**src/source/stream_pkg.sv**
```systemverilog
`default_nettype none

package stream_pkg;

  // One byte of the input and output streams
  typedef logic [7:0] byte_t;

  // A FIFO entry holds the last flag above the data byte
  typedef logic [$bits(byte_t):0] word_t;

  // CRC-8 generator x^8 + x^2 + x + 1, MSB first, initial value zero
  localparam byte_t CRC_POLY = 8'h07;

  // The FIFO level has no typedef here
  // Its width is $clog2(DEPTH) + 1 and follows the DEPTH parameter of each user

endpackage

`default_nettype wire

```
**src/source/link_ctrl_pkg.sv**
```systemverilog
`default_nettype none

package link_ctrl_pkg;

  // Link controller states
  typedef enum logic [1:0] {
    IDLE,
    SEND,
    WAIT_ACK
  } link_state_t;

  // Number of naks seen for the frame in flight
  typedef logic [3:0] retry_t;

endpackage

`default_nettype wire

```
**src/source/crc8_check.sv**
```systemverilog
`timescale 1ns/1ps
`default_nettype none

module crc8_check
  import stream_pkg::*;
(
  input  wire        clock,
  input  wire        reset,

  input  wire        valid_i,
  input  wire        ready_i,
  input  wire        keep_i,
  input  wire        last_i,
  input  wire byte_t data_i,

  output logic       save_o,
  output logic       drop_o
);

  byte_t crc_q;
  byte_t crc_next;
  byte_t crc_final;
  logic  xfer;

  // One byte through the bitwise CRC-8 shift register
  function automatic byte_t crc8_step(input byte_t crc, input byte_t data);
    byte_t  c;
    integer i;
    c = crc ^ data;
    for (i = 0; i < 8; i++) begin
      c = c[7] ? ((c << 1) ^ CRC_POLY) : (c << 1);
    end
    return c;
  endfunction

  assign xfer      = valid_i && ready_i;
  assign crc_next  = crc8_step(crc_q, data_i);

  // Dropped beats do not enter the checksum
  assign crc_final = keep_i ? crc_next : crc_q;

  // Residue over payload plus trailer is zero for a good frame
  assign save_o = xfer && last_i && (crc_final == '0);
  assign drop_o = xfer && last_i && (crc_final != '0);

  always_ff @(posedge clock) begin
    if (reset) begin
      crc_q <= '0;
    end else if (xfer) begin
      if (last_i) begin
        crc_q <= '0;
      end else if (keep_i) begin
        crc_q <= crc_next;
      end
    end
  end

  // A beat waiting for ready must reach the checksum unchanged
  assert property (@(posedge clock) disable iff (reset)
    (valid_i && !ready_i) |=> (valid_i && $stable({keep_i, last_i, data_i})))
    else $error("crc8_check: input beat changed while waiting for ready");

endmodule

`default_nettype wire

```
**src/source/packet_fifo.sv**
```systemverilog
`timescale 1ns/1ps
`default_nettype none

module packet_fifo
  import stream_pkg::*;
#(
  parameter int DEPTH = 32
) (
  input  wire                     clock,
  input  wire                     reset,

  output logic [$clog2(DEPTH):0]  level_o,

  input  wire                     save_i,
  input  wire                     drop_i,
  input  wire                     redo_i,
  input  wire                     next_i,

  input  wire                     s_tvalid_i,
  output logic                    s_tready_o,
  input  wire                     s_tkeep_i,
  input  wire                     s_tlast_i,
  input  wire byte_t              s_tdata_i,

  output logic                    m_tvalid_o,
  input  wire                     m_tready_i,
  output logic                    m_tlast_o,
  output byte_t                   m_tdata_o
);

  localparam int ABITS = $clog2(DEPTH);

  // Pointers carry one wrap bit above the address
  typedef logic [ABITS:0]   ptr_t;
  typedef logic [ABITS-1:0] addr_t;

  word_t mem [DEPTH];

  // wr_ptr runs ahead on the write side
  ptr_t wr_ptr;
  // cm_ptr marks the end of committed frames
  ptr_t cm_ptr;
  // rd_ptr fetches on the read side
  ptr_t rd_ptr;
  // rp_ptr marks the start of the frame in flight
  ptr_t rp_ptr;

  ptr_t wr_next;
  ptr_t cm_next;
  ptr_t rd_next;
  ptr_t rp_next;
  ptr_t level_q;

  logic ready_q;
  logic store;
  logic fetch;
  logic full_next;

  // Beats with keep low are accepted but never written
  assign store = s_tvalid_i && ready_q && s_tkeep_i;
  assign fetch = m_tvalid_o && m_tready_i;

  always_comb begin
    wr_next = wr_ptr;
    if (drop_i) begin
      // Discard the whole uncommitted frame including this beat
      wr_next = cm_ptr;
    end else if (store) begin
      wr_next = wr_ptr + 1'b1;
    end
  end

  always_comb begin
    cm_next = cm_ptr;
    if (save_i) begin
      cm_next = store ? wr_ptr + 1'b1 : wr_ptr;
    end
  end

  always_comb begin
    rd_next = rd_ptr;
    if (redo_i) begin
      rd_next = rp_ptr;
    end else if (fetch) begin
      rd_next = rd_ptr + 1'b1;
    end
  end

  always_comb begin
    rp_next = rp_ptr;
    if (next_i) begin
      rp_next = rd_ptr;
    end
  end

  // Space is held until the frame in flight is acked rather than just read
  assign full_next = (wr_next - rp_next) == ptr_t'(DEPTH);

  always_ff @(posedge clock) begin
    if (reset) begin
      wr_ptr  <= '0;
      cm_ptr  <= '0;
      rd_ptr  <= '0;
      rp_ptr  <= '0;
      ready_q <= 1'b0;
      level_q <= '0;
    end else begin
      wr_ptr  <= wr_next;
      cm_ptr  <= cm_next;
      rd_ptr  <= rd_next;
      rp_ptr  <= rp_next;
      ready_q <= !full_next;
      level_q <= cm_next - rd_next;
    end
  end

  always_ff @(posedge clock) begin
    if (store) begin
      mem[addr_t'(wr_ptr)] <= {s_tlast_i, s_tdata_i};
    end
  end

  // Reads are asynchronous so that a replay never sees a stale prefetch
  assign {m_tlast_o, m_tdata_o} = mem[addr_t'(rd_ptr)];

  // Only committed beats are visible
  assign m_tvalid_o = rd_ptr != cm_ptr;

  assign s_tready_o = ready_q;
  assign level_o    = level_q;

  // Replay, read, committed and write pointers stay in order and never overfill
  assert property (@(posedge clock) disable iff (reset)
    ((rd_ptr - rp_ptr) <= (cm_ptr - rp_ptr)) &&
    ((cm_ptr - rp_ptr) <= (wr_ptr - rp_ptr)) &&
    ((wr_ptr - rp_ptr) <= ptr_t'(DEPTH)))
    else $error("packet_fifo: pointers out of order or FIFO overfilled");

  // The controller resolves a frame either by advancing or by replaying
  assert property (@(posedge clock) disable iff (reset) !(redo_i && next_i))
    else $error("packet_fifo: redo and next asserted together");

endmodule

`default_nettype wire

```
**src/source/link_ctrl.sv**
```systemverilog
`timescale 1ns/1ps
`default_nettype none

module link_ctrl
  import link_ctrl_pkg::*;
#(
  parameter int MAX_RETRIES = 3
) (
  input  wire  clock,
  input  wire  reset,

  // FIFO read side
  input  wire  f_tvalid_i,
  output logic f_tready_o,
  input  wire  f_tlast_i,

  // Outgoing link
  output logic m_tvalid_o,
  input  wire  m_tready_i,

  // Far end response
  input  wire  ack_i,
  input  wire  nak_i,

  output logic next_o,
  output logic redo_o,
  output logic abort_o
);

  link_state_t state_q;
  link_state_t state_d;
  retry_t      retry_q;
  retry_t      retry_d;
  logic        last_xfer;

  assign last_xfer = (state_q == SEND) && f_tvalid_i && m_tready_i && f_tlast_i;

  always_comb begin
    state_d    = state_q;
    retry_d    = retry_q;
    m_tvalid_o = 1'b0;
    f_tready_o = 1'b0;
    next_o     = 1'b0;
    redo_o     = 1'b0;
    abort_o    = 1'b0;

    case (state_q)
      IDLE: begin
        // Wait for a committed frame or for a replay to reload the pointer
        if (f_tvalid_i) begin
          state_d = SEND;
        end
      end

      SEND: begin
        m_tvalid_o = f_tvalid_i;
        f_tready_o = m_tready_i;
        if (last_xfer) begin
          state_d = WAIT_ACK;
        end
      end

      WAIT_ACK: begin
        if (ack_i) begin
          next_o  = 1'b1;
          retry_d = '0;
          state_d = IDLE;
        end else if (nak_i) begin
          if (retry_q == retry_t'(MAX_RETRIES)) begin
            // Out of retries so the frame is given up
            next_o  = 1'b1;
            abort_o = 1'b1;
            retry_d = '0;
          end else begin
            redo_o  = 1'b1;
            retry_d = retry_q + 1'b1;
          end
          state_d = IDLE;
        end
      end

      default: begin
        state_d = IDLE;
      end
    endcase
  end

  always_ff @(posedge clock) begin
    if (reset) begin
      state_q <= IDLE;
      retry_q <= '0;
    end else begin
      state_q <= state_d;
      retry_q <= retry_d;
    end
  end

  // Once offered, a beat stays valid on the link until it is taken
  assert property (@(posedge clock) disable iff (reset)
    (m_tvalid_o && !m_tready_i) |=> m_tvalid_o)
    else $error("link_ctrl: m_tvalid_o dropped before the beat was taken");

endmodule

`default_nettype wire

```
**src/source/packet_link_top.sv**
```systemverilog
`timescale 1ns/1ps
`default_nettype none

module packet_link_top
  import stream_pkg::*;
#(
  parameter int DEPTH       = 32,
  parameter int MAX_RETRIES = 3
) (
  input  wire                     clock,
  input  wire                     reset,

  input  wire                     s_tvalid_i,
  output logic                    s_tready_o,
  input  wire                     s_tkeep_i,
  input  wire                     s_tlast_i,
  input  wire byte_t              s_tdata_i,

  output logic                    m_tvalid_o,
  input  wire                     m_tready_i,
  output logic                    m_tlast_o,
  output byte_t                   m_tdata_o,

  input  wire                     ack_i,
  input  wire                     nak_i,
  output logic                    abort_o,

  output logic [$clog2(DEPTH):0]  level_o
);

  logic save;
  logic drop;
  logic redo;
  logic next;
  logic fifo_tvalid;
  logic fifo_tready;

  // Checker snoops the same handshake the FIFO accepts on
  crc8_check u_crc8_check (
    .clock   (clock),
    .reset   (reset),
    .valid_i (s_tvalid_i),
    .ready_i (s_tready_o),
    .keep_i  (s_tkeep_i),
    .last_i  (s_tlast_i),
    .data_i  (s_tdata_i),
    .save_o  (save),
    .drop_o  (drop)
  );

  packet_fifo #(
    .DEPTH (DEPTH)
  ) u_packet_fifo (
    .clock      (clock),
    .reset      (reset),
    .level_o    (level_o),
    .save_i     (save),
    .drop_i     (drop),
    .redo_i     (redo),
    .next_i     (next),
    .s_tvalid_i (s_tvalid_i),
    .s_tready_o (s_tready_o),
    .s_tkeep_i  (s_tkeep_i),
    .s_tlast_i  (s_tlast_i),
    .s_tdata_i  (s_tdata_i),
    .m_tvalid_o (fifo_tvalid),
    .m_tready_i (fifo_tready),
    .m_tlast_o  (m_tlast_o),
    .m_tdata_o  (m_tdata_o)
  );

  // Data and last go straight out, only the handshake is gated
  link_ctrl #(
    .MAX_RETRIES (MAX_RETRIES)
  ) u_link_ctrl (
    .clock      (clock),
    .reset      (reset),
    .f_tvalid_i (fifo_tvalid),
    .f_tready_o (fifo_tready),
    .f_tlast_i  (m_tlast_o),
    .m_tvalid_o (m_tvalid_o),
    .m_tready_i (m_tready_i),
    .ack_i      (ack_i),
    .nak_i      (nak_i),
    .next_o     (next),
    .redo_o     (redo),
    .abort_o    (abort_o)
  );

endmodule

`default_nettype wire

```
**config.mk**
```make
export PLATFORM = sky130hd
export DESIGN_NAME = packet_link_top
export DESIGN_NICKNAME = d
export VERILOG_FILES = /design/src/source/stream_pkg.sv /design/src/source/link_ctrl_pkg.sv /design/src/source/crc8_check.sv /design/src/source/packet_fifo.sv /design/src/source/link_ctrl.sv /design/src/source/packet_link_top.sv
export SDC_FILE = /design/constraint.sdc
export NUM_CORES = 1
export LEC_CHECK = 0
export BUFFER_PORTS_ARGS = -buffer_cell sky130_fd_sc_hd__clkbuf_2
export CAP_MARGIN = 30
export CORE_MARGIN = 10
export CORE_UTILIZATION = 40
export CTS_CLUSTER_DIAMETER = 120
export DETAILED_ROUTE_END_ITERATION = 6
export GPL_TIMING_DRIVEN = 0
export REMOVE_ABC_BUFFERS = 1
export SYNTH_ARGS = -nofsm -noshare
export SYNTH_HDL_FRONTEND = slang
export SYNTH_SLANG_ARGS = --single-unit
```
**constraint.sdc**
```tcl
create_clock -name clock -period 9.3 [get_ports clock]
set_clock_uncertainty 0.1 [all_clocks]
set_input_delay 0.465 -clock clock [delete_from_list [all_inputs] [get_ports clock]]
set_output_delay 0.465 -clock clock [all_outputs]
set_load 0.01 [all_outputs]
```
# [After elaboration in Yosys (flattened, before gate mapping)]
# Memories as Yosys holds them, arrays and structs flattened. A register that Yosys moved wholly into a read port is not among the register bits.
# Index checks and enable logic that the tools add are counted.
[word_totals] regBits=45 ramBits=288 input_bits=16 out_inout_bits=18 wordCells=87 memories=1
[op_classes] add_sub_neg=5 eq_ne=8 mux=39 bitwise=9 reduce_logical=16
[mem_list] name="u_packet_fifo.mem" depth=32 width=9 read_ports=1 rd_ports_with_merged_regs=1 wr=1 line_no="packet_fifo.sv:37" text="word_t mem [DEPTH];"
[op_table] operator="6-bit two-way mux" count=6
[op_table] operator="3-bit two-way mux" count=8
[op_table] operator="3-bit inverter" count=8
[op_table] operator="8-bit two-way mux" count=2
[op_table] operator="1-bit two-way mux" count=14
[op_table] operator="6-bit by 1-bit adder with 6-bit output, second input constant" count=2
[op_table] operator="4-bit two-way mux" count=3
[op_table] operator="6-bit subtractor" count=2
[op_table] operator="1-bit logical AND" count=9
[op_table] operator="8-bit zero test" count=1
[op_table] operator="2-bit two-way mux" count=4
[op_table] operator="8-bit nonzero test" count=1
[op_table] operator="8-bit XOR" count=1
[op_table] operator="6-bit == test, second input constant" count=1
[op_table] operator="6-bit inequality test" count=1
[op_table] operator="2-bit one-hot mux with 3 select lines" count=1
[op_table] operator="5-bit two-way mux" count=1
[op_table] operator="4-bit by 1-bit adder with 4-bit output, second input constant" count=1
[op_table] operator="4-bit by 2-bit == test with 1-bit output, second input constant" count=1
[op_table] operator="2-bit by 1-bit inequality test with 1-bit output, second input constant" count=2
[op_table] operator="3-bit inequality test, second input constant" count=1
[op_table] operator="3-bit AND reduction" count=1
[op_table] operator="2-bit by 1-bit == test with 1-bit output, second input constant" count=1
[op_table] operator="2-bit == test, second input constant" count=1
[op_table] operator="other kinds (4)" count=4

# [Depth between registers and ports, before layout]
[depth] ltp_word=24 ltp_mapped=19 ltp_nobuf=18

# [Modules after synthesis]
# Synthesis repeated with hierarchy kept, for this count alone.
[unflattened] hier_cells=782 hier_area_um2=14153.6
[modules_own_cells] module="packet_fifo" instances=1 cells_per_inst=662 area_each_um2=12954.9 seq_area_each_um2=9268.9
[modules_own_cells] module="crc8_check" instances=1 cells_per_inst=83 area_each_um2=858.3 seq_area_each_um2=160.2
[modules_own_cells] module="link_ctrl" instances=1 cells_per_inst=37 area_each_um2=340.3 seq_area_each_um2=120.1

# [Least setup slack after synthesis]
# Ideal clock, no wire load.
[synth_timing] path_type="in2reg" from="input s_tdata_i[0]" to="register u_packet_fifo.ready_q (netlist: u_packet_fifo.s_tready_o)" setup_ns=0.088 arrival_ns=3.996 t_required_ns=9.112 setup_slack_ns=5.116 stages=19 n_path_buf=1 path_cell_list="xnor2_1 > xor2_1 > or4_1 > a211oi_2 > o211a_1 > o21ai_1 > and2_1 > buf_6 > mux2_4 > ha_1 > nor2b_1 > o21ai_0 > a21boi_0 > a21o_1 > a22o_1 > nand4_1 > nor2b_1 > and3b_2 > nor4_2"
[synth_via] elab_chain_len=13
[synth_rtl] item="start: declaration" line_no="packet_link_top.sv:17" text="input wire byte_t s_tdata_i,"
[synth_rtl] item="8-bit XOR *" line_no="crc8_check.sv:29" text="c = crc ^ data;"
[synth_rtl] item="3-bit inverter (no line)"
[synth_rtl] item="3-bit two-way mux *" line_no="crc8_check.sv:31" text="c = c[7] ? ((c << 1) ^ CRC_POLY) : (c << 1);"
[synth_rtl] item="3-bit inverter (no line)"
[synth_rtl] item="3-bit two-way mux * (2 in series)" line_no="crc8_check.sv:31"
[synth_rtl] item="8-bit two-way mux *"
[synth_rtl] item="8-bit nonzero test *" line_no="crc8_check.sv:44" text="assign drop_o = xfer && last_i && (crc_final != '0);"
[synth_rtl] item="1-bit logical AND *" line_no="crc8_check.sv:44"
[synth_rtl] item="6-bit two-way mux *" line_no="packet_fifo.sv:65" text="if (drop_i) begin"
[synth_rtl] item="net u_packet_fifo.wr_next[1]" line_no="packet_fifo.sv:48" text="ptr_t wr_next;"
[synth_rtl] item="6-bit subtractor *" line_no="packet_fifo.sv:97" text="assign full_next = (wr_next - rp_next) == ptr_t'(DEPTH);"
[synth_rtl] item="6-bit == test *" line_no="packet_fifo.sv:97"
[synth_rtl] item="1-bit zero test *" line_no="packet_fifo.sv:112" text="ready_q <= !full_next;"
[synth_rtl] item="end signal: assignment" line_no="packet_fifo.sv:112"
[synth_rtl] item="end: declaration" line_no="packet_fifo.sv:54" text="logic ready_q;"
# The timed path passes the listed nets; every way through them passes the cells marked *.
# A chain may end at the register's enable or synchronous reset.

# [Final worst setup path]
[layout_timing] from="input s_tdata_i[2]" to="register u_packet_fifo.ready_q (netlist: u_packet_fifo.s_tready_o)"
[layout_via] elab_chain_len=13
[layout_rtl] item="8-bit XOR *" line_no="crc8_check.sv:29"
[layout_rtl] item="3-bit two-way mux *" line_no="crc8_check.sv:31"
[layout_rtl] item="3-bit inverter (no line)"
[layout_rtl] item="3-bit two-way mux" line_no="crc8_check.sv:31"
[layout_rtl] item="3-bit inverter (no line)"
[layout_rtl] item="3-bit two-way mux" line_no="crc8_check.sv:31"
[layout_rtl] item="8-bit two-way mux *"
[layout_rtl] item="8-bit nonzero test *" line_no="crc8_check.sv:44"
[layout_rtl] item="1-bit logical AND *" line_no="crc8_check.sv:44"
[layout_rtl] item="6-bit two-way mux *" line_no="packet_fifo.sv:65"
[layout_rtl] item="net u_packet_fifo.wr_next[1]" line_no="packet_fifo.sv:48"
[layout_rtl] item="6-bit subtractor *" line_no="packet_fifo.sv:97"
[layout_rtl] item="6-bit == test *" line_no="packet_fifo.sv:97"
[layout_rtl] item="1-bit zero test *" line_no="packet_fifo.sv:112"
# Marks and branches as above.

==> flow_summary.json <==
{
  "portBuffers": 33,
  "initial_core_util_pct": 40.4,
  "clockRootBuffer": "clkbuf_16",
  "die_width_um": 207,
  "dp_hpwl_um": 19900,
  "drt_iter0_drc": 636,
  "critPathMaxFanout": 33,
  "yosysMostFrequentCell": "edfxtp_1",
  "cts_max_level": 2,
  "fin_crit_sh_pct": 53.1,
  "syn_inst": 881,
  "crit_arrival_ps": 5190,
  "holdBufCountCts": 0,
  "clkSinkCount": 333,
  "worstPathRequired_ps": 9550,
  "p_per_area_nw_per_um2": 190,
  "viasPerCell": 5.44,
  "post_cts_buffers": 0,
  "synth_edf_count": 288,
  "p_sw_uw": 609,
  "ys.flop_type": "edfxtp_1",
  "drc": 0,
  "maxSlewViolCount": 0,
  "cts_buffer_depth": 3,
  "tightest_slew_ps": 1010,
  "holdCritPathClass": "in -> reg",
  "grt_setup_unrepaired": "no",
  "setup_viol": 0,
  "crit_path_end_kind": "register",
  "yosysWarningCount": 0,
  "crit_path_max_incr_delay_ps": 560,
  "synth_commonest_cells": "edfxtp_1, nor2_1, mux2i_1",
  "wl_um": 31000,
  "yosysSeqAreaShare_pct": 68.3,
  "tns_ps": 0,
  "cts_tree": "done",
  "ys_top_cells_by_area": "edfxtp_1, mux4_2, dfxtp_1",
  "period_minus_slack_ps": 4940,
  "die-area_um2": 42800,
  "syn_area_um2": 14000,
  "antenna_found_initial": 0,
  "cts_resized": 0,
  "drt-pass1-iter-count": 6,
  "power.share.clock_pct": 43.6,
  "io_pins": 34,
  "synth.avg_cell_area_um2": 15.9,
  "synth_top_area_share_pct": 61.9,
  "synthDistinctLibCells": 55,
  "layout-drive-gt1-share_pct": 18.2,
  "status": "finished clean",
  "grt_max_degree": 47,
  "clk-insertion-delay-late_ps": 520,
  "timing.slew.headroom_pct": 32.6,
  "synth_seq_cells": 333,
  "final_net_count": 958,
  "grt_pass1_vias": 7622,
  "vdd_ir_drop_max_v": 0.000133,
  "path_clk_slew_ps": 50,
  "cp-start-kind": "input pin",
  "core_area_um2": 34500,
  "switching_share_pct": 20.1,
  "cap_violations": 0,
  "track_usage_pct": 14.6,
  "n_antenna_cell": 0,
  "grt_pass1_wl_um": 47000,
  "fmax_mhz": 202,
  "place_congestion": 0.765,
  "slowest_stage": "clkbuf_2",
  "cts_buffers": 36,
  "path_class": "in -> reg",
  "seq_power_share_pct": 53.7,
  "power.internal_uw": 2420,
  "comb_power_share_pct": 2.7,
  "rows": 68,
  "report.power.total_uw": 3030,
  "synth_largest_area_cell": "edfxtp_1",
  "dr_total_vias": 7647,
  "post-route-util_pct": 46.0,
  "path_cells": "clkbuf_2, xnor2_1, xnor2_1, or2_2, nor3_1, o31a_1, o21ai_1, and2_1, mux2_4, ha_1, nor2b_1, o21ai_0, nor3b_1, a21o_1, a22o_1, nand4_1, nor3_1, mux2_4, nor4_2",
  "gr-total-overflow": 0,
  "die_height_um": 207,
  "detail-route-antenna-nets": 0,
  "leakage_uw": 0.00500,
  "async_flop_share_pct": 0,
  "avgRoutedWirePerCell_um": 22.1,
  "hold_viol": 0,
  "area_growth_pct": 13.8
}
-- cell families after synthesis --
logic type / after synthesis / synth area share [%]
AOI/OAI and AO/OA: 111 / 5.51
xor gates and xnor gates: 47 / 3.00
adders and majority gates: 17 / 1.58
buffers and inverters: 52 / 1.50
DFF: 333 / 68.3
muxes: 119 / 13.2
and+or+nand+nor: 202 / 6.84
-- state kept, by name (all words and copies together), names as in the netlist --
signal                    count
u_packet_fifo.level_o         6
u_link_ctrl.retry_q           4
u_crc8_check.crc_q            8
u_link_ctrl.state_q           2
u_packet_fifo.rp_ptr          6
u_packet_fifo.s_tready_o      1
u_packet_fifo.rd_ptr          6
u_packet_fifo.wr_ptr          6
u_packet_fifo.mem           288
u_packet_fifo.cm_ptr          6
-- metrics by stage --
stage	instances	area (µm²)	worst slack, ps	hold WS [ps]
after floorplan	837	13800	2720	322
after global placement	1325	14500	575	332
after detailed placement	1340	14800	3850	337
after CTS	1403	15900	4340	177
after global routing	1405	15900	3930	220
final	1405	15900	4360	188
-- power by group through the flow --
stage               registers [µW]  clock network [µW]  logic [µW]
floorplan                     1660                   0        40.0
global placement              1660                   0        79.1
detailed placement            1660                   0        80.8
CTS                           1630                1350        81.3
global route                  1630                1410        89.0
finish                        1630                1320        80.3
-- routing by layer --
layer | up-vias | GRT usage (%) | share of wire [%]
met5 | - | 0 | 0
li1 | 3533 | - | -
met1 | 3858 | 20.4 | 45
met4 | 0 | 4.73 | 2.3
met3 | 50 | 2.14 | 5.7
met2 | 206 | 23.0 | 47
-- final timing paths --
check / startpoint / endpoint / slack, ps / depth (start not counted)
setup / recovery: s_tdata_i[2] / u_packet_fifo.s_tready_o / 4360 / 19
setup reg to reg: u_crc8_check.crc_q[6] / u_packet_fifo.s_tready_o / 4620 / 18
hold reg to reg: u_link_ctrl.state_q[1] / u_link_ctrl.state_q[0] / 350 / 1
hold / removal: nak_i / u_link_ctrl.state_q[1] / 190 / 4
-- cells in the final DEF (no fill, tap or decap), types with 5 or more instances in the layout --
| cell type | n |
|---|---|
| mux2_2 | 5 |
| nand4_1 | 7 |
| buf_6 | 6 |
| edfxtp_1 | 288 |
| nor2b_1 | 15 |
| dfxtp_1 | 42 |
| clkinv_1 | 13 |
| mux2i_1 | 59 |
| nand3_1 | 6 |
| nor3_1 | 6 |
| mux4_2 | 50 |
| ha_1 | 16 |
| or2_2 | 5 |
| o221ai_1 | 33 |
| a21oi_1 | 20 |
| nand2_1 | 49 |
| clkbuf_16 | 38 |
| inv_1 | 7 |
| buf_16 | 5 |
| xor2_1 | 11 |
| nor2_1 | 80 |
| o21ai_0 | 25 |
| clkbuf_2 | 33 |
| a21o_1 | 5 |
| xnor2_1 | 35 |
| o22ai_1 | 9 |
| nand2b_1 | 9 |
| mux2_4 | 5 |
| clkbuf_1 | 6 |
-- cell type report --
cell class | instances | area [µm²]
well taps | 455 | 569
clock buffers | 44 | 973
multi-input cells | 496 | 4220
inverters | 8 | 30.0
clock inverters | 19 | 119
flip-flops and latches | 333 | 9560
fillers | 3024 | 18600
repair buffers | 50 | 425
-- worst max-delay path, delay by kind of cell --
family | cells | cell delay, ps
simple gates | 8 | 1580
fa+ha+maj | 1 | 290
buf+inv | 1 | 560
xor+xnor | 2 | 760
mux | 2 | 540
compound gates | 5 | 970
Power figures use the tool's default switching activity.
